File: src/common/fb_regs_pkg.sv
package fb_regs_pkg;

	// CPU port widths
	localparam int REG_ADDR_W = 8;
	localparam int REG_DATA_W = 16;

	// Only the low nibble of the address is decoded
	localparam int REG_DEC_W = 4;

	// Window and stride fields
	localparam int FIELD_W = 9;
	localparam int BASE_W = 16;

	// Register map
	localparam logic [REG_DEC_W-1:0] REG_CTRL   = 4'd0; // Bit 0 is fb_enable
	localparam logic [REG_DEC_W-1:0] REG_X1     = 4'd1;
	localparam logic [REG_DEC_W-1:0] REG_Y1     = 4'd2;
	localparam logic [REG_DEC_W-1:0] REG_X2     = 4'd3;
	localparam logic [REG_DEC_W-1:0] REG_Y2     = 4'd4;
	localparam logic [REG_DEC_W-1:0] REG_STRIDE = 4'd9;  // Bytes per framebuffer row
	localparam logic [REG_DEC_W-1:0] REG_BASE   = 4'd10; // Word address of row 0

	// Overlay configuration as seen by the blit engine
	typedef struct packed {
		logic               enable;
		logic [FIELD_W-1:0] x1;
		logic [FIELD_W-1:0] x2;
		logic [FIELD_W-1:0] y1;
		logic [FIELD_W-1:0] y2;
		logic [FIELD_W-1:0] stride;
		logic [BASE_W-1:0]  base;
	} fb_cfg_t;

endpackage

File: src/common/fb_video_pkg.sv
package fb_video_pkg;

	// Coordinates
	localparam int COORD_W = 9;  // Framebuffer x/y and scanline entry
	localparam int DISP_W = 10;  // Display beam position

	// Pixel and colour widths
	localparam int PIX_W = 8;
	localparam int ARGB_W = 16;
	localparam int PAL_ADDR_W = 8;

	// Memory channel
	localparam int BYTE_ADDR_W = 17;
	localparam int MEM_ADDR_W = 16;
	localparam int MEM_DATA_W = 16;

	typedef logic [PIX_W-1:0]       pix_idx_t;  // Palette index
	typedef logic [ARGB_W-1:0]      argb_t;     // ARGB 4:4:4:4
	typedef logic [COORD_W-1:0]     coord_t;
	typedef logic [DISP_W-1:0]      disp_coord_t;
	typedef logic [MEM_ADDR_W-1:0]  mem_addr_t; // Word address
	typedef logic [MEM_DATA_W-1:0]  mem_data_t;

	// Bit 0 picks the byte within a word, upper bits are the word address
	typedef logic [BYTE_ADDR_W-1:0] byte_addr_t;

	// Strobes from the blit FSM to the address counter
	typedef struct packed {
		logic load_frame; // First row of the window
		logic step_x;     // Next pixel in the row
		logic next_row;   // Advance by one stride
	} blit_cmd_t;

endpackage

File: src/fb_doubler/blit_fsm.sv
module blit_fsm
	import fb_regs_pkg::*;
	import fb_video_pkg::*;
(
	input  logic        CLK,
	input  logic        RSTb,
	input  fb_cfg_t     cfg,
	input  disp_coord_t display_y,
	input  logic        H_tick,
	input  logic        x_last,
	input  byte_addr_t  byte_addr,
	output blit_cmd_t   cmd,
	output mem_addr_t   memory_address,
	input  mem_data_t   memory_data,
	output logic        rvalid,
	input  logic        rready,
	output logic        pix_wr,
	output pix_idx_t    pix_data
);

	typedef enum logic [2:0] {
		S_IDLE,
		S_FETCH,
		S_WRITE,
		S_ROW_DONE,
		S_WAIT_PAIR
	} state_t;

	state_t         state;
	state_t         state_next;
	coord_t         q;          // Line pair index
	logic           row_start;
	logic           in_window;
	logic           last_row;
	pix_idx_t       pix_q;

	assign q = display_y[DISP_W-1:1];
	assign row_start = H_tick && !display_y[0]; // Same event as the buffer flip
	assign in_window = cfg.enable && (q >= cfg.y1) && (q < cfg.y2);
	assign last_row = ({1'b0, q} + 1'b1) >= {1'b0, cfg.y2}; // Extra bit avoids wrap
	assign memory_address = byte_addr[BYTE_ADDR_W-1:1];
	assign pix_data = pix_q;

	always_comb begin
		state_next = state;
		cmd = '0;
		rvalid = 1'b0;
		pix_wr = 1'b0;
		case (state)
			S_IDLE: begin
				if (row_start && in_window) begin
					cmd.load_frame = (q == cfg.y1); // Top of window
					state_next = S_FETCH;
				end
			end
			S_FETCH: begin
				rvalid = 1'b1; // Held until the word arrives
				if (rready) begin
					state_next = S_WRITE;
				end
			end
			S_WRITE: begin
				pix_wr = 1'b1;
				if (x_last) begin
					state_next = S_ROW_DONE;
				end else begin
					cmd.step_x = 1'b1;
					state_next = S_FETCH;
				end
			end
			S_ROW_DONE: begin
				cmd.next_row = 1'b1;
				state_next = last_row ? S_IDLE : S_WAIT_PAIR;
			end
			S_WAIT_PAIR: begin
				if (row_start) begin
					state_next = cfg.enable ? S_FETCH : S_IDLE;
				end
			end
			default: begin
				state_next = S_IDLE;
			end
		endcase
	end

	always_ff @(posedge CLK) begin
		if (!RSTb) begin
			state <= S_IDLE;
		end else begin
			state <= state_next;
		end
	end

	// Odd byte address takes the high byte
	always_ff @(posedge CLK) begin
		if (state == S_FETCH && rready) begin
			pix_q <= byte_addr[0] ? memory_data[PIX_W +: PIX_W] : memory_data[0 +: PIX_W];
		end
	end

endmodule

File: config.mk
export PLATFORM = sky130hd
export DESIGN_NAME = blit_fsm
export DESIGN_NICKNAME = d
export VERILOG_FILES = /design/src/common/fb_regs_pkg.sv /design/src/common/fb_video_pkg.sv /design/src/fb_doubler/blit_fsm.sv
export SDC_FILE = /design/constraint.sdc
export NUM_CORES = 1
export LEC_CHECK = 0
export ABC_AREA = 1
export BUFFER_PORTS_ARGS = -buffer_cell sky130_fd_sc_hd__buf_2
export CAP_MARGIN = 30
export CORE_MARGIN = 5
export CORE_UTILIZATION = 40
export DETAILED_ROUTE_END_ITERATION = 12
export PLACE_DENSITY = 0.87
export SYNTH_ARGS = -nofsm -noshare
export SYNTH_HDL_FRONTEND = slang
export SYNTH_SLANG_ARGS = --single-unit
File: constraint.sdc
create_clock -name CLK -period 2.71 [get_ports CLK]
set_clock_uncertainty 0.1 [all_clocks]
set_input_delay 0.1355 -clock CLK [delete_from_list [all_inputs] [get_ports CLK]]
set_output_delay 0.1355 -clock CLK [all_outputs]
set_load 0.1 [all_outputs]
After elaboration in Yosys (flattened, before gate mapping)
Index checks and enable logic that the tools add are counted.
{"block": "classes", "n_reduce_logical": 8, "mux": 15, "n_eq_ne": 8, "add_sub_neg": 1, "magnitude_cmp": 3}
{"cell": "3-bit one-hot mux with 5 select lines", "count": 1}
{"cell": "3-bit 2-to-1 mux", "count": 4}
{"cell": "9-bit by 1-bit adder with 10-bit output, second input constant", "count": 1}
{"cell": "10-bit by 9-bit >= comparator with 1-bit output", "count": 1}
{"cell": "9-bit equality test", "count": 1}
{"cell": "9-bit >= comparator", "count": 1}
{"cell": "9-bit less-than comparator", "count": 1}
{"cell": "1-bit 2-to-1 mux", "count": 8}
{"cell": "8-bit 2-to-1 mux", "count": 1}
{"cell": "3-bit by 2-bit equality test with 1-bit output, second input constant", "count": 2}
{"cell": "2-bit != test, second input constant", "count": 3}
{"cell": "1-bit logical AND", "count": 5}
{"cell": "3-bit by 1-bit equality test with 1-bit output, second input constant", "count": 1}
{"cell": "3-bit equality test, second input constant", "count": 1}
{"cell": "3-bit logical NOT", "count": 1}
{"cell": "3-bit AND reduction", "count": 1}
{"cell": "2-bit 2-to-1 mux", "count": 1}
{"cell": "1-bit logical NOT", "count": 1}
{"block": "word_totals", "ff_bits": 11, "out_inout_bits": 29, "wordCells": 37, "in_bits": 110}

Depth between registers and ports, before layout
{"block": "logic_depth", "word_depth": 6, "ltp_mapped": 15, "mapped_depth_nobuf": 15}

Worst setup path after synthesis
OpenSTA, ideal clock, no wires.
{"block": "synth_path", "kind": "register to register", "start": "register state[0]", "end": "register state[0]", "required_ns": 2.546, "setup_time_ns": 0.064, "setup_slack_ns": -0.464, "n_path_buf": 0, "path_stages_with_launch": 9, "synth_period_minus_slack_ns": 3.174, "arrival_ns": 3.011, "path_cell_list": "dfxtp_1 inv_1 nor3_1 nand2_1 nand2_1 inv_1 nand3_1 nand2_1 nor2_1"}
{"block": "synth_between", "elab_chain_cells": 3, "elab_cells_between_ends": 10, "classes_between": "7 x eq/ne; 1 x mux; 2 x reduce/logical"}
{"item": "start: declaration", "line": "blit_fsm.sv:29", "text": "state_t state;"}
{"item": "start signal: assignment", "line": "blit_fsm.sv:90", "text": "state <= state_next;"}
{"item": "3-bit equality test (tied with other cells)", "line": "blit_fsm.sv:49", "text": "case (state)"}
{"item": "2-bit != test (no source line)"}
{"item": "3-bit AND reduction (no source line)"}
Several ways; a longest one is shown, not always the timed one.
A chain may end at the register's enable or synchronous reset.

==> flow_summary.yaml <==
outcome:
  status: "finished, final reports clean"
pwr:
  p_leak_uw: 0.00103
  intPower_uw: 370
  switchingPower_uw: 159
  clkPwrFrac_pct: 30.0
  power.total_uw: 528
  max-vdd-ir-drop_mv: 0.118
  pwr-share-seq_pct: 35.0
  powerDensity_mw_per_mm2: 294
  combinationalPowerShare_pct: 35.0
  sw_frac_of_total_pct: 30.0
sta:
  finalCritPeriodShare_pct: 74.4
  tightest_slew_ps: 495
  slew_headroom_pct: 67.2
  timing.final.crit_period_ps: 2020
  final_hold_viol_count: 0
  max_freq_mhz: 496
  worst_hold_slack_ps: 34.5
  rsz0062_at_grt: "false"
  setup_viol: 0
  timing.setup.tns_ps: 0
  slew_violations: 0
cts:
  cts_setup_buffers: 0
  clk_pin_slew_worst_paths_ps: 50
  clockBufferDepth: 2
  cts-root-buf: "clkbuf_8"
  cts.sinks: 11
  cts_tree: "built"
  numCtsBuffers: 3
  htree_levels: 1
  clock_latency_ps: 230
  hold_buffers: 0
  cts_resized: 0
grt:
  grt_pass1_vias: 1301
  grt-ovfl-total: 0
  grtUsageTotal_pct: 12.2
  grt_max_degree: 9
  antenna_found_initial: 0
  grt_pass1_wl_um: 5100
drt:
  num_vias: 1356
  first_pass_iters: 4
  viasPerCell: 4.54
  routedWlPerCell_um: 10.8
  drc: 0
  drt_iter0_drc: 52
  drt_wl_total_um: 3230
  ant_nets: 0
placement:
  hpwl_um: 2890
  port_buffers: 63
  place.gp.congestion: 0.766
final_layout:
  layout-drive-gt1-share_pct: 33.1
  nFillCells: 370
  diodes: 0
  area_growth_pct: 21.1
  layout.nets: 390
  postLayoutCoreUtil_pct: 49.5
yosys:
  synth_top_area_share_pct: 23.6
  syn-mean-instance-area_um2: 7.43
  ys_async_sr_fraction_pct: 0
  yosysTopAreaCell: "ha_1"
  syn-instance-count: 200
  yosysSeqAreaShare_pct: 20.2
  synthFlopType: "edfxtp_1"
  synthTopCellsByArea: "ha_1 (24%), edfxtp_1 (16%), inv_1 (11%)"
  synth_cell_types: 23
  synth-adder-area-share_pct: 23.6
  syn_nets: 338
  synth_xor_area_share_pct: 4.13
  synth-compound-area-share_pct: 5.73
  synth_seq_cells: 11
  synth_edf_count: 8
  synth.area.mux_share_pct: 6.07
  ys_warn_count: 0
  netlist_area_mm2: 0.00149
  synth_commonest_cells: "inv_1 (43), nand2_1 (39), ha_1 (28)"
  synthSimpleGateAreaFrac_pct: 21.1
  yosysMostFrequentCell: "inv_1"
  synth_top_family_by_area: "adder cells"
critical_path:
  crit_arrival_ps: 1780
  worst-endpoint-required_ps: 2470
  end_kind: "output pin"
  path_max_fanout: 4
  startpoint_type: "input port"
  critPathKind: "input port to output pin"
  reg2reg_slack_ps: 1400
die:
  core_region_area_mm2: 0.00363
  top_level_ports: 139
  initial_utilization_pct: 40.9
  die_w_um: 70.9
  row_count: 22
  die-area_mm2: 0.00503
  chipHeight_um: 70.9
run:
  max_cap_violations: 0
hold_path:
  min_path_type: "input port to flop"
-- state kept, by name, indices dropped and copies added (netlist names) --
register	flops
pix_data	8
state	3
-- layer usage --
metal  GRT usage, %  vias to the layer above  wire length, um
met1           12.5                      597             1250
met4           3.13                        0                9
met2           24.6                       31             1760
li1               -                      725                -
met5              0                        -                0
met3           2.56                        3              215
-- placed cells by master, fill, tap and decap left out, types with 7 or more instances in the layout --
cell,synthesis,layout
nand2_1,39,39
xor2_1,7,7
ha_1,28,28
nand3_1,8,8
mux2_2,8,8
a21oi_1,12,12
buf_2,0,63
inv_1,43,43
edfxtp_1,8,8
nor2_1,10,10
-- power by group through the flow --
| stage | logic (uW) | registers, uW | clock network, uW |
|---|---|---|---|
| after CTS | 187 | 185 | 160 |
| after global placement | 177 | 188 | 0 |
| final | 185 | 185 | 158 |
| after global routing | 212 | 185 | 170 |
| after floorplan | 219 | 197 | 0 |
| after detailed placement | 185 | 188 | 0 |
-- worst max-delay path, cell delays in order --
cell     delay [ps]
buf_2           130
ha_1            290
nand2_1          90
nor2_2          140
nand2_1          70
nor2_2          100
nor2_1           50
a21oi_1         130
nand2_1          90
nor2_1          110
buf_2           440
-- metrics by stage --
| stage | instance area [um2] | instances | worst slack (ps) |
|---|---|---|---|
| final | 1800 | 299 | 694 |
| after global routing | 1800 | 299 | 550 |
| after CTS | 1800 | 299 | 683 |
| after detailed placement | 1750 | 295 | 686 |
| after global placement | 1750 | 295 | 748 |
| after floorplan | 1500 | 200 | 202 |
-- cells by family after synthesis --
family / Yosys count
buffers and inverters: 60
and+or+nand+nor: 70
AOI/OAI and AO/OA: 16
adders and majority gates: 28
DFF: 11
xor gates and xnor gates: 7
muxes: 8
-- layout make-up --
cell class	instances	area, um2	share of cell area [%]
sequential	11	300	16.7
tap	48	60.1	3.34
clock buffer	4	45.0	2.50
inverter	43	161	8.97
multi-input combinational	129	910	50.6
timing repair buffer	64	323	17.9
-- final timing paths --
path | cells after the start | start | to
setup / recovery | 11 | display_y[9] | cmd[2]
hold / removal | 3 | RSTb | state[0]$_SDFFE_PN0P_
setup reg to reg | 3 | state[0]$_SDFFE_PN0P_ | pix_data[1]$_DFFE_PP_
hold reg to reg | 2 | state[2]$_SDFFE_PN0P_ | state[2]$_SDFFE_PN0P_
Note: power is estimated with default switching activity, not from simulation.
