===== src/common/fb_regs_pkg.sv =====
package fb_regs_pkg;

	// CPU port widths
	localparam int REG_ADDR_W = 8;
	localparam int REG_DATA_W = 16;

	// Only the low nibble of the address is decoded
	localparam int REG_DEC_W = 4;

	// Window and stride fields
	localparam int FIELD_W = 9;
	localparam int BASE_W = 16;

	// Register map
	localparam logic [REG_DEC_W-1:0] REG_CTRL   = 4'd0; // Bit 0 is fb_enable
	localparam logic [REG_DEC_W-1:0] REG_X1     = 4'd1;
	localparam logic [REG_DEC_W-1:0] REG_Y1     = 4'd2;
	localparam logic [REG_DEC_W-1:0] REG_X2     = 4'd3;
	localparam logic [REG_DEC_W-1:0] REG_Y2     = 4'd4;
	localparam logic [REG_DEC_W-1:0] REG_STRIDE = 4'd9;  // Bytes per framebuffer row
	localparam logic [REG_DEC_W-1:0] REG_BASE   = 4'd10; // Word address of row 0

	// Overlay configuration as seen by the blit engine
	typedef struct packed {
		logic               enable;
		logic [FIELD_W-1:0] x1;
		logic [FIELD_W-1:0] x2;
		logic [FIELD_W-1:0] y1;
		logic [FIELD_W-1:0] y2;
		logic [FIELD_W-1:0] stride;
		logic [BASE_W-1:0]  base;
	} fb_cfg_t;

endpackage


===== src/common/fb_video_pkg.sv =====
package fb_video_pkg;

	// Coordinates
	localparam int COORD_W = 9;  // Framebuffer x/y and scanline entry
	localparam int DISP_W = 10;  // Display beam position

	// Pixel and colour widths
	localparam int PIX_W = 8;
	localparam int ARGB_W = 16;
	localparam int PAL_ADDR_W = 8;

	// Memory channel
	localparam int BYTE_ADDR_W = 17;
	localparam int MEM_ADDR_W = 16;
	localparam int MEM_DATA_W = 16;

	typedef logic [PIX_W-1:0]       pix_idx_t;  // Palette index
	typedef logic [ARGB_W-1:0]      argb_t;     // ARGB 4:4:4:4
	typedef logic [COORD_W-1:0]     coord_t;
	typedef logic [DISP_W-1:0]      disp_coord_t;
	typedef logic [MEM_ADDR_W-1:0]  mem_addr_t; // Word address
	typedef logic [MEM_DATA_W-1:0]  mem_data_t;

	// Bit 0 picks the byte within a word, upper bits are the word address
	typedef logic [BYTE_ADDR_W-1:0] byte_addr_t;

	// Strobes from the blit FSM to the address counter
	typedef struct packed {
		logic load_frame; // First row of the window
		logic step_x;     // Next pixel in the row
		logic next_row;   // Advance by one stride
	} blit_cmd_t;

endpackage


===== src/fb_doubler/blit_addr_counter.sv =====
module blit_addr_counter
	import fb_regs_pkg::*;
	import fb_video_pkg::*;
(
	input  logic       CLK,
	input  logic       RSTb,
	input  fb_cfg_t    cfg,
	input  blit_cmd_t  cmd,
	output coord_t     x,
	output logic       x_last,
	output byte_addr_t byte_addr
);

	byte_addr_t row_addr;   // Byte address of the current row start
	byte_addr_t frame_addr;
	byte_addr_t row_next;

	// base is a word address
	assign frame_addr = {cfg.base, 1'b0};
	assign row_next = row_addr + byte_addr_t'(cfg.stride);

	// End of row compare kept here only
	assign x_last = (x == cfg.x2);

	always_ff @(posedge CLK) begin
		if (!RSTb) begin
			x <= '0;
			row_addr <= '0;
			byte_addr <= '0;
		end else if (cmd.load_frame) begin
			x <= cfg.x1;
			row_addr <= frame_addr;
			byte_addr <= frame_addr;
		end else if (cmd.next_row) begin
			x <= cfg.x1;
			row_addr <= row_next;
			byte_addr <= row_next; // Restart at left edge of next row
		end else if (cmd.step_x) begin
			x <= x + 1'b1;
			byte_addr <= byte_addr + 1'b1;
		end
	end

endmodule


===== config.mk =====
export PLATFORM = sky130hd
export DESIGN_NAME = blit_addr_counter
export DESIGN_NICKNAME = d
export VERILOG_FILES = /design/src/common/fb_regs_pkg.sv /design/src/common/fb_video_pkg.sv /design/src/fb_doubler/blit_addr_counter.sv
export SDC_FILE = /design/constraint.sdc
export NUM_CORES = 1
export LEC_CHECK = 0
export ABC_CLOCK_PERIOD_IN_PS = 3050
export BUFFER_PORTS_ARGS = -buffer_cell sky130_fd_sc_hd__buf_2
export CORE_MARGIN = 10
export CORE_UTILIZATION = 30
export CTS_BUF_LIST = sky130_fd_sc_hd__clkbuf_4 sky130_fd_sc_hd__clkbuf_8
export DETAILED_ROUTE_END_ITERATION = 16
export PLACE_DENSITY_LB_ADDON = 0.15
export SETUP_SLACK_MARGIN = 0.2
export SYNTH_ARGS = -nofsm -noshare
export SYNTH_HDL_FRONTEND = slang
export SYNTH_SLANG_ARGS = --single-unit

===== constraint.sdc =====
create_clock -name CLK -period 3.05 [get_ports CLK]
set_input_delay 0.1525 -clock CLK [delete_from_list [all_inputs] [get_ports CLK]]
set_output_delay 0.1525 -clock CLK [all_outputs]
set_load 0.05 [all_outputs]

# After elaboration in Yosys (flattened, before gate mapping)
# Index checks and enable logic that the tools add are counted.
# classes
add_sub_neg,3
n_eq_ne,1
n_mux,8
n_bitwise,1
n_reduce_logical,4
# ops
operator,count
$mux 17,5
$mux 9,3
$add 17x1->17 const B,1
$add 17x9->17,1
$add 9x1->9 const B,1
$eq 9x9->1,1
$reduce_bool 2->1,2
$reduce_bool 3->1,1
$reduce_or 2->1,1
$not 1->1,1
# word_totals
regBits,43
in_bits,67
out_inout_bits,27
elab_cells,22

# Depth between registers and ports, before layout
# Gate-level depths: netlist of run 1.
# logic_depth
depth_word,4
mapped_depth,9
ltp_nobuf,8

# Least setup slack after synthesis of run 1
# OpenSTA, ideal clock, no wires.
# synth_timing
kind,reg2out
startpoint,register x[3]
endpoint,output port x_last
t_arrival_ns,2.511
required_ns,2.897
slack_ns,0.386
stages_incl_launch_ff,4
n_path_buf,1
cell_sequence,dfxtp_1 clkbuf_1 xor2_1 nor4_1
# synth_via
elab_chain_len,1
# synth_lines
item,line_no,text
start: declaration,blit_addr_counter.sv:9,"output coord_t x,"
start signal: assignment,blit_addr_counter.sv:31,x <= cfg.x1;
start signal: assignment,blit_addr_counter.sv:35,x <= cfg.x1;
start signal: assignment,blit_addr_counter.sv:39,x <= x + 1'b1;
$eq 9x9->1,blit_addr_counter.sv:23,assign x_last = (x == cfg.x2);
end: declaration,blit_addr_counter.sv:10,"output logic x_last,"
# Every way passes these cells.

# Final worst setup path of run 1
# layout_timing
startpoint,register row_addr[0]
endpoint,register byte_addr[6]
# layout_via
elab_chain_len,3
# layout_lines
item,line_no,text
start: declaration,blit_addr_counter.sv:14,byte_addr_t row_addr;
start signal: assignment,blit_addr_counter.sv:32,row_addr <= frame_addr;
start signal: assignment,blit_addr_counter.sv:36,row_addr <= row_next;
$add 17x9->17,blit_addr_counter.sv:20,assign row_next = row_addr + byte_addr_t'(cfg.stride);
$mux 17,blit_addr_counter.sv:34,end else if (cmd.next_row) begin
$mux 17,blit_addr_counter.sv:30,end else if (cmd.load_frame) begin
end signal: assignment,blit_addr_counter.sv:33,byte_addr <= frame_addr;
end signal: assignment,blit_addr_counter.sv:37,byte_addr <= row_next;
end signal: assignment,blit_addr_counter.sv:40,byte_addr <= byte_addr + 1'b1;
end: declaration,blit_addr_counter.sv:11,output byte_addr_t byte_addr
# Every way passes these cells.
# A chain may end at the register's enable or synchronous reset.

==> results by group, run 1 <==
Outcome
  • Run status: finished, final reports clean

STA
  • Setup TNS: 0 ns
  • RSZ-0062 raised after global routing: false
  • Hold Fails Final Rpt: 0
  • Final setup vio count: 0
  • Fin crit share: 0.8156
  • Worst clock skew: 0.008008 ns
  • Worst-margin pin slew: 0.6395 ns
  • Slew Viols, Final: 0
  • Fmax: 402.0 MHz
  • Slew Limit Headroom: 0.5721
  • WHS: 0.1210 ns
  • Post-layout min period: 2.487 ns

Synth
  • Synth area leader: dfxtp_1
  • Commonest cells post-synth: dfxtp_1 (43), nand2_1 (42), nor2_1 (30)
  • Register area share after synthesis: 0.2856
  • Synth warn: 0
  • Synthesized area: 3014 um^2
  • Post-synth top area share: 0.2856
  • Most used DFF post-synth: dfxtp_1
  • Syn nets: 460
  • Netlist cell types: 62
  • Avg Cell Area, Syn: 7.911 um^2
  • Post-synthesis async set-or-reset flop share: 0
  • Synth Instances: 381
  • Count leader, synth: dfxtp_1
  • Dominant cells by area after synthesis: dfxtp_1 (29%), nand2_1 (5.2%), xnor2_1 (5.2%)
  • Number of synthesized flops with an enable pin: 0
  • Seq cells post-synth: 43

Route
  • Vias per Instance: 5.320
  • DRT iter0 DRCs: 236
  • TritonRoute pass-1 iters: 4
  • Routed Wire Length: 10.10 mm
  • DRC: 0
  • Routed Antenna Nets: 0
  • WL/cell: 17.47 um
  • Vias: 3075

Setup path
  • Critical Path End Type: flip-flop
  • Required @ worst endpoint: 3.26 ns
  • Startpoint types: flip-flop
  • CP Class: reg2reg
  • Critical Path AT: 2.69 ns
  • Maximum fanout along the worst path: 5

Clocking
  • Clock slew at the register clock pins of the worst setup and hold paths: 0.09 ns
  • Clk Latency, worst-skew pair: 0.31 ns
  • H-tree Lvls: 2
  • CTS tree: done
  • Postcts setup bufs: 0
  • Cts hold-fix bufs: 0
  • Post-CTS Resized: 0
  • Root buf cell: clkbuf_8
  • Clock sink total: 43
  • CTS buffer count: 5
  • Worst-case clock buffer depth: 2

Floorplanning
  • Core outline area: 9774 um^2
  • Site Rows: 36
  • Ports: 94
  • Initial Util: 0.3084
  • Die height: 120.2 um
  • Die W: 120.2 um
  • Full die area: 14460 um^2

Min path
  • Hold Path Class: in2reg

Finish
  • Multi-input gate area: 2022 um^2
  • Fin cells: 578
  • Fillcell total: 1055
  • Layout cells sized above 1: 0.2270
  • FF/Latch Area: 860.8 um^2
  • Fin area: 3608 um^2
  • Layout area overhead: 19.72%
  • Total Nets Final: 523
  • Ant. Diodes: 0

Job
  • Number of max-cap violations: 0

Global routing
  • First-pass GRT wire length: 16.32 mm
  • Aggregate global routing overflow: 0
  • Largest net degree at the start of global routing: 33
  • Vias in the first global route: 3048
  • Total GRT Usage: 0.1385
  • Initial antenna violation count: 0

Power and ir drop
  • LEAKAGE: 1.504 nW
  • Pwr dens: 442.0 nW/um^2
  • Pwr Total: 1.595 mW
  • Worst ir drop on vdd: 0.1728 mV

Place
  • HPWL after DPL: 7.632 mm
  • Placer Congestion: 0.8050
  • Area after DPL: 3491 um^2
  • Dpl cells: 570
  • PortBufs: 74
[registers in the layout, indices dropped and copies added, names as in the netlist]
register and count:
byte_addr 17, row_addr 17, x 9
[area by class of cell]
cell class | count | area share
clock buffers | 6 | 0.02288
well taps | 133 | 0.04612
flip-flops and latches | 43 | 0.2386
repair buffers | 80 | 0.1151
clock inverters | 2 | 0.009709
inverters | 7 | 0.007282
multi-input cells | 307 | 0.5603
[path summary, 6_finish.rpt]
check	startpoint	endpoint	slack, ns	cells after the start
min	cfg[59]	x[7]$_SDFFE_PN0P_	0.12	3
min reg2reg	row_addr[6]$_SDFFE_PN0P_	row_addr[6]$_SDFFE_PN0P_	0.47	2
max	row_addr[0]$_SDFFE_PP0P_	byte_addr[6]$_SDFFE_PN0P_	0.56	9
max reg2reg	row_addr[0]$_SDFFE_PP0P_	byte_addr[6]$_SDFFE_PN0P_	0.56	9
[stage by stage]
stage / setup WS [ns] / util
6_report: 0.5626 / 0.3692
3_5_place_dp: 0.5948 / 0.3571
2_1_floorplan: 0.3861 / -
5_1_grt: 0.4786 / 0.3692
4_1_cts: 0.5636 / 0.3692
3_3_place_gp: 0.6080 / 0.3571
[where the power goes]
part / total, mW / switching, mW / leakage, nW / internal [mW]
Clock: 0.494 / 0.228 / 0.0612 / 0.266
Sequential: 0.660 / 0.0565 / 0.356 / 0.603
Combinational: 0.441 / 0.281 / 1.09 / 0.160
[per-layer routing]
layer | track usage | vias up | wire length (um)
li1 | - | 1561 | -
met1 | 0.1798 | 1427 | 4802
met2 | 0.2235 | 76 | 4642
met3 | 0.03723 | 11 | 524
met4 | 0.03318 | 0 | 129
met5 | 0 | - | 0
[cells in the final DEF, fill, tap and decap left out, drive strengths merged, types with 4 or more instances in the layout]
master	netlist	routed
inv	5	5
o21a	4	4
nand4	12	12
a21oi	29	29
a211oi	14	14
dfxtp	43	43
ha	11	11
nor2	30	30
a21o	8	8
and3	8	8
a222oi	5	5
nor3	7	7
o211a	4	4
buf	8	80
clkbuf	16	6
nand3	14	14
nand2	42	42
or3	4	4
mux2i	4	4
a31oi	10	10
xor2	9	9
o21ai	23	23
xnor2	18	18
nand2b	6	6
[critical path, stage by stage (launching register included)]
cell and delay, ns:
dfxtp_1 0.32, ha_1 0.20, fa_1 0.42, a21o_1 0.21
a221oi_1 0.25, buf_4 0.19, nor3_1 0.04, a211oi_1 0.42
o21ai_0 0.17, o211a_1 0.15
[kinds of logic after synthesis]
| family | synth area share |
|---|---|
| simple gates | 0.2296 |
| xor+xnor | 0.07846 |
| fa+ha+maj | 0.05230 |
| compound gates | 0.2951 |
| flops | 0.2856 |
| buf+inv | 0.04442 |
| mux | 0.01453 |
Note: power is estimated with default switching activity, not from simulation.
==> inputs of run 2 (changes only) <==
Settings changed: ABC_AREA set to 1, ABC_CLOCK_PERIOD_IN_PS 3050 to 2300.
Clock period 3.05 ns to 2.3 ns, I/O delays scaled along.
==> results by group, run 2 <==
Outcome
  • Run status: finished, final reports clean

STA
  • Worst clock skew: 0.007733 ns
  • Worst-margin pin slew: 0.6976 ns
  • Setup TNS: 0 ns
  • Final setup vio count: 0
  • Hold Fails Final Rpt: 0
  • Slew Limit Headroom: 0.5344
  • Post-layout min period: 1.867 ns
  • Slew Viols, Final: 0
  • Final setup margin: 0.4332 ns
  • Fin crit share: 0.8117
  • RSZ-0062 raised after global routing: false
  • Fmax: 535.7 MHz

Clocking
  • Worst-case clock buffer depth: 2
  • Clk Latency, worst-skew pair: 0.32 ns
  • Clock slew at the register clock pins of the worst setup and hold paths: 0.09 ns
  • CTS tree: done
  • Cts hold-fix bufs: 0
  • Clock sink total: 43
  • H-tree Lvls: 2
  • Root buf cell: clkbuf_8
  • CTS buffer count: 5

Global routing
  • Vias in the first global route: 3350
  • Aggregate global routing overflow: 0
  • Initial antenna violation count: 0
  • Largest net degree at the start of global routing: 41
  • Total GRT Usage: 0.1377
  • First-pass GRT wire length: 16.79 mm

Setup path
  • CP peak stage delay: 0.36 ns
  • Reg2reg end: row_addr[10]$_SDFFE_PN0P_
  • Maximum fanout along the worst path: 3
  • Required @ worst endpoint: 2.55 ns
  • Critical Path End Type: flip-flop
  • Reg2Reg Setup Slack: 0.43 ns
  • CP Class: reg2reg
  • Cells on worst reg2reg path: 11
  • Reg-to-Reg Start: row_addr[0]$_SDFFE_PP0P_
  • Critical path cell sequence: ha_1 -> fa_2 -> nand2_2 -> nand2_1 -> nand3_1 -> nand2_1 -> a21oi_1 -> inv_1 -> nand2_1 -> nand3_1 -> a21oi_1
  • Most frequent CP cell: nand2_1
  • Startpoint types: flip-flop
  • Critical Path AT: 2.12 ns
  • Slowest-stage cell, CP: fa_2

Floorplanning
  • Die W: 123.7 um
  • Ports: 94
  • Core outline area: 10420 um^2
  • Die height: 123.7 um
  • Full die area: 15300 um^2
  • Site Rows: 37
  • Initial Util: 0.3097

Synth
  • Synth warn: 0
  • Synth area leader: dfxtp_1
  • Avg Cell Area, Syn: 6.227 um^2
  • Synth Instances: 518
  • Synthesized area: 3226 um^2
  • Seq cells post-synth: 43
  • Most used DFF post-synth: dfxtp_1
  • Post-synth top area share: 0.2669
  • Register area share after synthesis: 0.2669
  • Syn nets: 597
  • Dominant cells by area after synthesis: dfxtp_1 (27%), nand2_1 (15%), nand3_1 (8.8%)
  • Count leader, synth: nand2_1
  • Netlist cell types: 40
  • Post-synthesis async set-or-reset flop share: 0
  • Number of synthesized flops with an enable pin: 0
  • Commonest cells post-synth: nand2_1 (125), inv_1 (70), nand3_1 (57)

Route
  • Vias: 3469
  • DRC: 0
  • DRT iter0 DRCs: 221
  • Vias per Instance: 4.798
  • Routed Antenna Nets: 0
  • WL/cell: 14.51 um
  • TritonRoute pass-1 iters: 4
  • Routed Wire Length: 10.49 mm

Finish
  • Most common cell after layout, fill and taps aside: nand2_1
  • Top flop regs: byte_addr x17, row_addr x17, x x9
  • Most frequent cells in the layout: nand2_1 (122), buf_2 (74), inv_1 (70)
  • Layout cells sized above 1: 0.2010
  • Fin cells: 723
  • Final core utilization: 0.3683
  • Layout area overhead: 18.93%
  • Total Nets Final: 665
  • Ant. Diodes: 0

Min path
  • Cell count of the worst hold path: 3
  • Hold Path Sink: x[0]$_SDFFE_PN0P_
  • Hold Path Class: in2reg
  • Hold Crit Start: cfg[52]

Place
  • Place WS: 0.3851 ns
  • Dpl cells: 715
  • PortBufs: 74
  • HPWL after DPL: 8.233 mm
  • Placer Congestion: 0.8718

Power and ir drop
  • Pwr Total: 2.016 mW
  • LEAKAGE: 1.920 nW
  • Pwr dens: 525.5 nW/um^2
  • Worst ir drop on vdd: 0.2834 mV

Job
  • Number of max-cap violations: 0
## run 2: power by group
group | switching (mW) | internal (mW)
logic | 0.384 | 0.182
registers | 0.0723 | 0.800
clock network | 0.290 | 0.287
## run 2: kinds of logic (layout without fill, tap and decap cells)
family / count (synthesis) / in the layout / synth area share
adder cells (fa/ha/maj): 12 / 12 / 0.04887
XOR/XNOR: 16 / 16 / 0.04344
flip-flops: 43 / 43 / 0.2669
buffers and inverters: 93 / 162 / 0.1133
AO/OA/AOI/OAI: 95 / 95 / 0.1645
AND/OR/NAND/NOR: 259 / 259 / 0.3631
## run 2: how the worst max path moves through the flow
stage / start / to / slack (ns)
detailed placement: row_addr[0]$_SDFFE_PP0P_ / row_addr[10]$_SDFFE_PN0P_ / 0.39
finish: row_addr[0]$_SDFFE_PP0P_ / row_addr[10]$_SDFFE_PN0P_ / 0.43
global route: row_addr[0]$_SDFFE_PP0P_ / byte_addr[10]$_SDFFE_PN0P_ / 0.24
global placement: row_addr[0]$_SDFFE_PP0P_ / byte_addr[14]$_SDFFE_PN0P_ / 0.41
floorplan: x[0]$_SDFFE_PN0P_ / x_last / 0.24
CTS: row_addr[0]$_SDFFE_PP0P_ / byte_addr[12]$_SDFFE_PN0P_ / 0.37
## run 2: layout make-up
cell class | count | area (um^2)
sequential | 43 | 860.8
timing repair buffer | 78 | 400.4
inverter | 76 | 285.3
multi-input combinational | 382 | 2016
tap | 136 | 170.2
fill | 1189 | 6580
clock buffer | 8 | 103.9
## run 2: what timing repair did
item                       in CTS  in global routing
setup buffers                   0                  0
gates resized for setup         0                  5
setup endpoints to repair       0                  8
hold endpoints to repair        0                  0
## run 2: metrics by stage
step | cell area (um^2) | hold slack [ns]
global route | 3836 | 0.09901
detailed placement | 3722 | 0.4077
CTS | 3826 | 0.07461
floorplan | 3232 | 0.2811
global placement | 3722 | 0.3954
finish | 3836 | 0.08453
## run 2: critical path, delay by kind of cell (launching register included)
kind | cells | cell delay, ns
buffers and inverters | 1 | 0.06
AOI/OAI and AO/OA | 2 | 0.36
DFF | 1 | 0.32
and+or+nand+nor | 6 | 0.51
adders and majority gates | 2 | 0.57
## run 2: metal layers
layer / global-route usage / vias up / part of all wire
met1: 0.1837 / 1554 / 0.47
met3: 0.03710 / 10 / 0.059
met2: 0.2142 / 71 / 0.46
li1: - / 1834 / -
met4: 0.03639 / 0 / 0.010
met5: 0 / - / 0
