## config.mk

```make
export PLATFORM = sky130hd
export DESIGN_NAME = fb_reg_file
export DESIGN_NICKNAME = d
export VERILOG_FILES = /design/src/common/fb_regs_pkg.sv /design/src/fb_doubler/fb_reg_file.sv
export SDC_FILE = /design/constraint.sdc
export NUM_CORES = 1
export LEC_CHECK = 0
export BUFFER_PORTS_ARGS = -buffer_cell sky130_fd_sc_hd__buf_2
export CORE_ASPECT_RATIO = 1.5
export CORE_MARGIN = 2
export CORE_UTILIZATION = 40
export CTS_CLUSTER_SIZE = 40
export DETAILED_ROUTE_END_ITERATION = 10
export PLACE_DENSITY_LB_ADDON = 0.25
export SLEW_MARGIN = 20
export SYNTH_ARGS = -nofsm -noshare
export SYNTH_HDL_FRONTEND = slang
export SYNTH_SLANG_ARGS = --single-unit
```

## constraint.sdc

```tcl
create_clock -name CLK -period 2.6 [get_ports CLK]
set_input_delay 0 -clock CLK [delete_from_list [all_inputs] [get_ports CLK]]
set_output_delay 0 -clock CLK [all_outputs]
set_load 0.1 [all_outputs]
```

## src/common/fb_regs_pkg.sv

```systemverilog
package fb_regs_pkg;

	// CPU port widths
	localparam int REG_ADDR_W = 8;
	localparam int REG_DATA_W = 16;

	// Only the low nibble of the address is decoded
	localparam int REG_DEC_W = 4;

	// Window and stride fields
	localparam int FIELD_W = 9;
	localparam int BASE_W = 16;

	// Register map
	localparam logic [REG_DEC_W-1:0] REG_CTRL   = 4'd0; // Bit 0 is fb_enable
	localparam logic [REG_DEC_W-1:0] REG_X1     = 4'd1;
	localparam logic [REG_DEC_W-1:0] REG_Y1     = 4'd2;
	localparam logic [REG_DEC_W-1:0] REG_X2     = 4'd3;
	localparam logic [REG_DEC_W-1:0] REG_Y2     = 4'd4;
	localparam logic [REG_DEC_W-1:0] REG_STRIDE = 4'd9;  // Bytes per framebuffer row
	localparam logic [REG_DEC_W-1:0] REG_BASE   = 4'd10; // Word address of row 0

	// Overlay configuration as seen by the blit engine
	typedef struct packed {
		logic               enable;
		logic [FIELD_W-1:0] x1;
		logic [FIELD_W-1:0] x2;
		logic [FIELD_W-1:0] y1;
		logic [FIELD_W-1:0] y2;
		logic [FIELD_W-1:0] stride;
		logic [BASE_W-1:0]  base;
	} fb_cfg_t;

endpackage

```

## src/fb_doubler/fb_reg_file.sv

```systemverilog
module fb_reg_file
	import fb_regs_pkg::*;
(
	input  logic                  CLK,
	input  logic                  RSTb,
	input  logic [REG_ADDR_W-1:0] address,
	input  logic [REG_DATA_W-1:0] data_in,
	input  logic                  wr_reg,
	output fb_cfg_t               cfg
);

	logic [REG_DEC_W-1:0] reg_sel;

	assign reg_sel = address[REG_DEC_W-1:0]; // Upper bits alias

	always_ff @(posedge CLK) begin
		if (!RSTb) begin
			cfg <= '0; // Overlay off, empty window
		end else if (wr_reg) begin
			case (reg_sel)
				REG_CTRL: begin
					cfg.enable <= data_in[0];
				end
				REG_X1: begin
					cfg.x1 <= data_in[FIELD_W-1:0];
				end
				REG_Y1: begin
					cfg.y1 <= data_in[FIELD_W-1:0];
				end
				REG_X2: begin
					cfg.x2 <= data_in[FIELD_W-1:0]; // Inclusive
				end
				REG_Y2: begin
					cfg.y2 <= data_in[FIELD_W-1:0]; // Exclusive
				end
				REG_STRIDE: begin
					cfg.stride <= data_in[FIELD_W-1:0];
				end
				REG_BASE: begin
					cfg.base <= data_in[BASE_W-1:0];
				end
				default: begin
					// Unmapped, write dropped
				end
			endcase
		end
	end

endmodule

```

== After elaboration in Yosys (flattened, before gate mapping) ==
Cells that the tools add are included.
Cells by class
  reductions and logical operators: 8
  shifts and indexed selects: 0
  equal/unequal tests: 6
  bitwise logic cells: 0
  divide/modulo/power cells: 0
  multiply operators: 0
  order comparisons: 0
  muxes and demuxes: 0
  add/subtract/negate cells: 0
Operators by type and width (count)
  AND reduction 2 bit: 7
  equality test 4 x 2 -> 1 bit (second input constant): 2
  equality test 4 bit (second input constant): 2
  equality test 4 x 1 -> 1 bit (second input constant): 1
  equality test 4 x 3 -> 1 bit (second input constant): 1
  zero test 4 bit: 1
Storage, ports and cells
  bits in read-only memories: 0
  register bits: 62
  bits of input ports: 27
  memory bits (writable): 0
  memories: 0
  output and inout bits: 62
  bits in latches: 0

== Depth between registers and ports, before layout ==
Gate-level depths: netlist of the first run.
  depth in word-level cells: 2
  gate-level depth with buffers: 5
  depth with buffers taken out: 3

== Least setup slack after synthesis of the first run ==
OpenSTA, ideal clock, no wires.
  kind: register to register
  start point: register cfg[25] (netlist name)
  end point: register cfg[25] (netlist bit)
  arrival: 1.158 ns
  cell stages (with the launch flop): 3
  setup slack: 1.370 ns
  required time: 2.528 ns
  path buffers: 0
  clock period less this slack: 1.230 ns
  path through: dfxtp_1 > nand2_1 > mux2i_1
RTL lines
  end: declaration: line fb_reg_file.sv:9  | output fb_cfg_t cfg

== Final worst setup path of the first run ==
  start point: register cfg[54] (netlist bit)
  end point: output port cfg[54] (netlist bit)
No word-level cell between the ends.

==> reports/metrics.yaml, run 1 <==
outcome:
  status: "complete, no violations"
place:
  dp_hpwl_um: 3906
  portBuffers: 84
  gp_congestion: 0.7670
power_and_ir_drop:
  total_power_w: 0.002037
  ir_drop_mv: 0.3134
  cellPowerDensity_nw_per_um2: 664.7
  p_leak_nw: 1.538
routing:
  wl_um: 5633
  first_pass_iters: 4
  drc: 0
  drt-initial-drc-count: 66
  final_antenna_net_count: 0
  avgViaCountPerCell: 4.735
  wl_per_cell_um: 14.37
  vias: 1856
worst_hold_path:
  hold_class: "in -> reg"
setup_path:
  cp_top_family: "buffers and inverters"
  cp_num_buf_inv: 1
  crit_chain: "buf_2"
  r2r_end: "cfg[54]"
  crit_end: "cfg[54]"
  crit_cells: 1
  slowest_stage: "buf_2"
  crit_required_ps: 2600
  reg2regPathDepth: 2
  crit_path_end_kind: "primary output"
  r2r_slack_ps: 1970
  worstSetupPathType: "reg -> out"
  slowest_delay_ps: 430
  startpoint_type: "register"
  arrival_ps: 1120
  worstReg2RegStart: "cfg[54]"
  crit_start: "cfg[54]"
  crit_fanout: 2
sta:
  layout_min_cycle_time_ps: 1123
  setup_tns_ps: 0
  skew_ps: 0
  fmax_mhz: 890.5
  hold_violations: 0
  worst_hold_slack_ps: 27.98
  rsz0062_at_grt: "false"
  slew_headroom_pct: 42.25
  setup_violations: 0
  drv_slew: 0
  tightest_slew_ps: 862.5
  min_period_over_period_pct: 43.19
die:
  die_area_um2: 6566
  io_pins: 89
  initial_utilization_pct: 41.24
  rows: 34
  dieHeight_um: 98.25
  fp.dieW_um: 66.83
  core_area_um2: 5743
synthesis:
  synth_nets: 255
  syn_avg_cell_area_um2: 10.39
  synth_cell_type_count: 16
  seq_area_frac_synth_pct: 52.40
  ys_ff_latch: 62
  synth_area_um2: 2369
  synthCells: 228
  yosys_warnings: 0
finish:
  nNetsFinal: 343
  regMostFlops: "cfg"
  largest_register_ffs: 62
  n_antenna_cell: 0
  final_layout_size_suffix_gt1_share_pct: 33.13
  top_regs: "cfg x62"
  n_fill_cell: 540
  syn_to_final_growth_pct: 29.37
clock_tree:
  h-tree-depth: 3
  cts_made_buffers: 9
  ctsResizeCount: 0
  cts-root-buf: "clkbuf_8"
  cts_tree: "yes"
  cts_buffer_depth: 2
  clkSinkCount: 62
  path_clk_slew_ps: 70
  clk_latency_ps: 340
global_routing:
  grt_pass1_vias: 1768
  overflow: 0
  antenna_found_initial: 0
  grt_max_degree: 49
  grt_usage_pct: 17.98
  grt_pass1_wl_um: 8583
flow_run:
  cap_violations: 0
-- how the worst min path moves through the flow --
stage | from | endpoint | slack, ps | cells after the start
after floorplan | data_in[10] | cfg[10] | 140 | 2
after global placement | data_in[11] | cfg[11] | 250 | 3
after detailed placement | data_in[15] | cfg[15] | 260 | 3
after CTS | address[2] | cfg[61] | 20 | 4
after global routing | address[2] | cfg[61] | 50 | 4
final | address[2] | cfg[61] | 30 | 4
-- synth_stat cells --
| master | number | area share, % |
|---|---|---|
| dfxtp_1 | 62 | 52 |
| and3_4 | 1 | 0.48 |
| buf_8 | 1 | 0.63 |
| nand4b_1 | 1 | 0.37 |
| buf_2 | 4 | 0.85 |
| buf_6 | 2 | 0.95 |
| nand3b_1 | 2 | 0.63 |
| nor2_1 | 1 | 0.16 |
| buf_12 | 1 | 0.85 |
| nor3b_1 | 1 | 0.32 |
| nand2_1 | 79 | 13 |
| mux2i_1 | 62 | 26 |
| nor3b_2 | 2 | 1.1 |
| buf_4 | 3 | 0.95 |
| clkbuf_1 | 5 | 0.79 |
| nand3b_4 | 1 | 0.85 |
-- cell usage in the layout (no fill, tap or decap), types with 2 or more instances in the layout --
master / netlist / routed
dfxtp_1: 62 / 62
buf_4: 3 / 2
nand2_1: 79 / 79
clkbuf_8: 0 / 12
dlygate4sd3_1: 0 / 7
nor3b_2: 2 / 2
buf_2: 4 / 84
mux2i_1: 62 / 62
nand3b_1: 2 / 2
-- cells by family (layout without fill, tap and decap cells) --
kind of cell	count (synthesis)	in the layout	share of synthesized area, %
and+or+nand+nor	88	88	16.38
muxes	62	62	26.20
DFF	62	62	52.40
buffers and inverters	16	108	5.018
-- stage by stage --
stage	area [um2]	instances	utilization, %	setup slack [ps]
final	3064	392	53.36	1477
after global routing	3064	392	53.36	1382
after CTS	3064	392	53.36	1461
after detailed placement	2786	370	48.52	1179
after global placement	2786	370	48.52	1220
after floorplan	2369	228	-	1370
-- layout make-up --
| class | instances | area (um2) | area share, % |
|---|---|---|---|
| Clock buffer | 12 | 165.2 | 5.390 |
| Clock inverter | 3 | 42.54 | 1.388 |
| Multi-Input combinational cell | 150 | 1020 | 33.28 |
| Sequential cell | 62 | 1241 | 40.51 |
| Tap cell | 72 | 90.09 | 2.940 |
| Timing Repair Buffer | 93 | 505.5 | 16.50 |
-- repair_timing --
item / 4_1_cts / 5_1_grt
hold endpoints to repair: 7 / 0
hold buffers: 7 / 0
setup buffers: 0 / 0
-- power breakdown --
part           total [W]  internal (W)  leakage, nW  switching [W]
sequential      0.000968      0.000962        0.500     0.00000585
combinational   0.000203     0.0000479        0.933       0.000155
clock           0.000866      0.000514        0.104       0.000352
-- routing by layer --
| metal | part of all wire (%) | GRT usage, % | vias up |
|---|---|---|---|
| li1 | - | - | 924 |
| met1 | 42 | 20.67 | 860 |
| met2 | 50 | 30.08 | 63 |
| met3 | 6.3 | 3.687 | 9 |
| met4 | 2.1 | 10.36 | 0 |
| met5 | 0 | 0 | - |
Power figures use the tool's default switching activity.
==> inputs of run 2 (changes only) <==
==> constraint.sdc (replaced) <==
create_clock -name CLK -period 1.1 [get_ports CLK]
set_input_delay 0 -clock CLK [delete_from_list [all_inputs] [get_ports CLK]]
set_output_delay 0 -clock CLK [all_outputs]
set_load 0.1 [all_outputs]
==> reports/metrics.yaml, run 2 (synthesis gave the netlist of run 1 again) <==
outcome:
  status: "complete, no violations"
finish:
  top_regs: "cfg x62"
  final_common_cell: "nand2_1"
  regMostFlops: "cfg"
  n_fill_cell: 529
  largest_register_ffs: 62
  stdcell_area_um2: 3369
  syn_to_final_growth_pct: 42.26
  final_layout_size_suffix_gt1_share_pct: 53.35
  regArea_um2: 1319
  mostFrequentLayoutCells: "nand2_1 (79), mux2i_1 (62), dfxtp_2 (62)"
  n_antenna_cell: 0
  nNetsFinal: 350
  multi_input_area_um2: 1020
flow_run:
  cap_violations: 0
power_and_ir_drop:
  switchingPower_w: 0.001263
  cellPowerDensity_nw_per_um2: 1352
  p_leak_nw: 1.571
  clockPowerShare_pct: 38.3
  ir_drop_mv: 0.7907
  combPwrFrac_pct: 11.4
  pwr-share-seq_pct: 50.4
  intPower_w: 0.003291
  netSwitchingFraction_pct: 27.73
sta:
  fmax_mhz: 1008
  layout_min_cycle_time_ps: 992.2
  slew_headroom_pct: 76.26
  skew_ps: 0
  tightest_slew_ps: 355.2
  finalWorstSetupSlack_ps: 107.8
  setup_tns_ps: 0
  min_period_over_period_pct: 90.20
  setup_violations: 0
  rsz0062_at_grt: "false"
  drv_slew: 0
  hold_violations: 0
setup_path:
  crit_chain: "clkbuf_4"
  cp_top_family: "flip-flops"
  crit_required_ps: 1100
  slowest_delay_ps: 330
  cp_num_buf_inv: 1
  crit_end: "cfg[21]"
  r2r_slack_ps: 490
  crit_start: "cfg[21]"
  crit_cells: 1
  worstReg2RegStart: "cfg[24]"
  arrival_ps: 990
  startpoint_type: "register"
  reg2regPathDepth: 2
  crit_fanout: 2
  r2r_end: "cfg[24]"
  worstSetupPathType: "reg -> out"
  crit_path_end_kind: "primary output"
  slowest_stage: "dfxtp_2"
die:
  rows: 34
  die_area_um2: 6566
  core_area_um2: 5743
  fp.dieW_um: 66.83
  io_pins: 89
  dieHeight_um: 98.25
  initial_utilization_pct: 41.24
clock_tree:
  cts_setup_buffers: 0
  cts-root-buf: "clkbuf_8"
  h-tree-depth: 3
  path_clk_slew_ps: 70
  clk_latency_ps: 340
  cts_buffer_depth: 2
  cts_made_buffers: 9
  cts_tree: "yes"
  clkSinkCount: 62
worst_hold_path:
  min_path_cells: 4
  hold_class: "in -> reg"
global_routing:
  antenna_found_initial: 0
  overflow: 0
  grt_pass1_vias: 1906
  grt_usage_pct: 18.46
  grt_max_degree: 30
  grt_pass1_wl_um: 9052
place:
  portBuffers: 84
  gp_congestion: 0.7223
  placed_area_um2: 2959
  dp_hpwl_um: 3991
  post-place-ws_ps: 19.27
routing:
  vias: 1889
  avgViaCountPerCell: 4.723
  final_antenna_net_count: 0
  drt-initial-drc-count: 91
  wl_um: 5704
  wl_per_cell_um: 14.26
  first_pass_iters: 4
  drc: 0
run 2: cell count changes in the layout (fill, tap and decap cells not counted), sizes merged:
cell | before | now
clkinvlp | 1 | 3
dlygate4sd3 | 7 | 8
clkbuf | 12 | 44
buf | 86 | 58
bufinv | 1 | 0
clkinv | 1 | 3
run 2: through the flow:
step                utilization [%]  instances  hold slack, ps  total power, W
global placement              51.53        376           244.4        0.002823
CTS                           57.19        400           54.62        0.004602
floorplan                         -        228           134.7        0.002695
global route                  58.67        400           77.62        0.004733
finish                        58.67        400           69.55        0.004554
detailed placement            51.53        376           249.4        0.002829
run 2: final cells by class:
class                   count  area share (%)
multi-input cells         150           30.26
well taps                  72           2.674
clock buffers              10           4.085
flip-flops and latches     62           39.14
clock inverters             6           1.114
repair buffers            100           22.73
run 2: power by group through the flow:
stage	combinational, W	clock [W]	sequential (W)
3_3_place_gp	0.000480	0	0.00234
4_1_cts	0.000515	0.00179	0.00229
6_report	0.000517	0.00174	0.00229
2_1_floorplan	0.000140	0	0.00255
3_5_place_dp	0.000485	0	0.00234
5_1_grt	0.000547	0.00189	0.00230
run 2: timing repair:
action,4_1_cts,5_1_grt
endpoints found under the hold margin,8,0
endpoints found under the setup margin,28,34
hold buffers,8,0
resized for setup,28,34
run 2: worst min-delay path by stage:
| stage | startpoint | end | slack (ps) |
|---|---|---|---|
| global placement | data_in[11] | cfg[11] | 240 |
| CTS | address[1] | cfg[61] | 50 |
| finish | address[1] | cfg[61] | 70 |
| detailed placement | data_in[9] | cfg[9] | 250 |
| floorplan | data_in[10] | cfg[10] | 130 |
| global route | address[1] | cfg[61] | 80 |
run 2: tightest hold or removal path, stage by stage:
cell     delay, ps
buf_2          150
nor2_1          80
nand2_1         80
mux2i_1         60
run 2: metal layers:
| layer | global-route usage (%) | routed length (um) |
|---|---|---|
| met2 | 30.23 | 2817 |
| met5 | 0 | 0 |
| met1 | 22.17 | 2464 |
| met3 | 5.300 | 304 |
| met4 | 7.849 | 118 |
==> inputs of run 3 (changes only) <==
--- a/config.mk
+++ b/config.mk
@@ -5,12 +5,12 @@
 export SDC_FILE = /design/constraint.sdc
 export NUM_CORES = 1
 export LEC_CHECK = 0
-export BUFFER_PORTS_ARGS = -buffer_cell sky130_fd_sc_hd__buf_2
 export CORE_ASPECT_RATIO = 1.5
 export CORE_MARGIN = 2
 export CORE_UTILIZATION = 40
 export CTS_CLUSTER_SIZE = 40
 export DETAILED_ROUTE_END_ITERATION = 10
+export DONT_BUFFER_PORTS = 1
 export PLACE_DENSITY_LB_ADDON = 0.25
 export SLEW_MARGIN = 20
 export SYNTH_ARGS = -nofsm -noshare
==> reports/metrics.yaml, run 3 (synthesis gave the netlist of run 1 again) <==
clock_tree:
  clkSinkCount: 62
  cts-root-buf: "clkbuf_8"
  clk_latency_ps: 340
  h-tree-depth: 3
  path_clk_slew_ps: 70
  cts_made_buffers: 9
  cts_tree: "yes"
  cts_buffer_depth: 2
  ctsHoldBuffers: 15
routing:
  avgViaCountPerCell: 4.745
  drt-initial-drc-count: 71
  wl_per_cell_um: 14.80
  wl_um: 5623
  first_pass_iters: 4
  vias: 1803
  drc: 0
  final_antenna_net_count: 0
finish:
  top_regs: "cfg x62"
  final_common_cell: "nand2_1"
  n_antenna_cell: 0
  syn_to_final_growth_pct: 38.72
  final_layout_size_suffix_gt1_share_pct: 48.70
  mostFrequentLayoutCells: "nand2_1 (79), buf_4 (65), mux2i_1 (62), dfxtp_2 (62), dlygate4sd3_1 (13)"
  largest_register_ffs: 62
  nNetsFinal: 330
  regMostFlops: "cfg"
global_routing:
  antenna_found_initial: 0
  grt_pass1_wl_um: 8990
  grt_max_degree: 79
  overflow: 0
  grt_usage_pct: 18.67
  grt_pass1_vias: 1852
die:
  die_area_um2: 6566
  core_area_um2: 5743
  dieHeight_um: 98.25
  io_pins: 89
  rows: 34
  fp.dieW_um: 66.83
  initial_utilization_pct: 41.24
setup_path:
  crit_path_end_kind: "register"
  slowest_stage: "dlygate4sd3_1"
  startpoint_type: "primary input"
  slowest_delay_ps: 560
  crit_fanout: 1
  cpMostUsedCell: "dlygate4sd3_1"
  crit_required_ps: 1360
  cp_top_family: "buffers and inverters"
  cp_num_buf_inv: 2
  crit_chain: "dlygate4sd3_1 > nand2_1 > dlygate4sd3_1 > mux2i_1"
  arrival_ps: 1270
  worstSetupPathType: "in -> reg"
power_and_ir_drop:
  p_leak_nw: 1.498
  cellPowerDensity_nw_per_um2: 1432
  ir_drop_mv: 0.9155
sta:
  worst_hold_slack_ps: -191.1
  min_period_over_period_pct: 91.45
  rsz0062_at_grt: "false"
  slew_headroom_pct: 76.49
  setup_tns_ps: 0
  layout_min_cycle_time_ps: 1006
  setup_violations: 0
  skew_ps: 0
  drv_slew: 0
  finalWorstSetupSlack_ps: 94.03
  hold_violations: 62
  fmax_mhz: 994.1
  tightest_slew_ps: 351.8
place:
  post-place-ws_ps: 182.5
  dp_hpwl_um: 3742
  portBuffers: 0
  gp_congestion: 0.6561
outcome:
  status: "finished with violations"
  violations: "hold timing"
worst_hold_path:
  hold_class: "in -> reg"
flow_run:
  cap_violations: 0
[run 3: cell types whose count changed in the layout (fill, tap and decap cells not counted), sizes merged]
| cell | before | now |
|---|---|---|
| bufinv | 0 | 1 |
| dlygate4sd3 | 8 | 13 |
| clkbuf | 44 | 9 |
| buf | 58 | 67 |
[run 3: path summary, 6_finish.rpt]
check              start  depth (start not counted)  endpoint  slack, ps
min reg2reg       cfg[8]                          2    cfg[8]        460
max reg2reg      cfg[40]                          2   cfg[40]        480
min                 RSTb                          2   cfg[58]       -190
max          data_in[15]                          4   cfg[15]         90
[run 3: worst reg2reg max path: cells and delay by family (launching register included)]
family	cells	cell delay [ps]
DFF	1	330
muxes	1	150
and+or+nand+nor	1	60
[run 3: through the flow]
step | cell area [um2] | utilization [%] | total power [W] | std cells | hold slack [ps]
6_report | 3286 | 57.21 | 0.004706 | 380 | -191.1
5_1_grt | 3286 | 57.21 | 0.004857 | 380 | -209.3
4_1_cts | 3306 | 57.56 | 0.004752 | 382 | -219.8
3_5_place_dp | 2957 | 51.48 | 0.002737 | 351 | 144.1
3_3_place_gp | 2957 | 51.48 | 0.002735 | 351 | 139.0
2_1_floorplan | 2446 | - | 0.002695 | 228 | 134.7
[run 3: routing by layer]
layer / vias up / track usage [%] / routed length (um) / share of wire (%)
li1: 898 / - / - / -
met1: 837 / 21.37 / 2389 / 42
met2: 58 / 31.15 / 2764 / 49
met3: 10 / 6.106 / 363 / 6.5
met4: 0 / 8.006 / 106 / 1.9
met5: - / 0 / 0 / 0
[run 3: repair_timing]
action | in CTS | in global routing
hold endpoints to repair | 62 | 62
gates resized for setup | 0 | 0
setup endpoints to repair | 0 | 2
setup buffers | 0 | 0
[run 3: layout make-up]
class,count,area (um2)
fillers,520,2457
multi-input cells,150,1020
repair buffers,80,658.1
clock buffers,9,123.9
flip-flops and latches,62,1319
well taps,72,90.09
clock inverters,7,75.07
[run 3: where the power goes]
| group | leakage [nW] | internal (W) | switching, W | total [W] |
|---|---|---|---|---|
| logic | 0.875 | 0.000121 | 0.000305 | 0.000426 |
| clock network | 0.0914 | 0.00105 | 0.000940 | 0.00199 |
| registers | 0.532 | 0.00228 | 0.0000159 | 0.00229 |
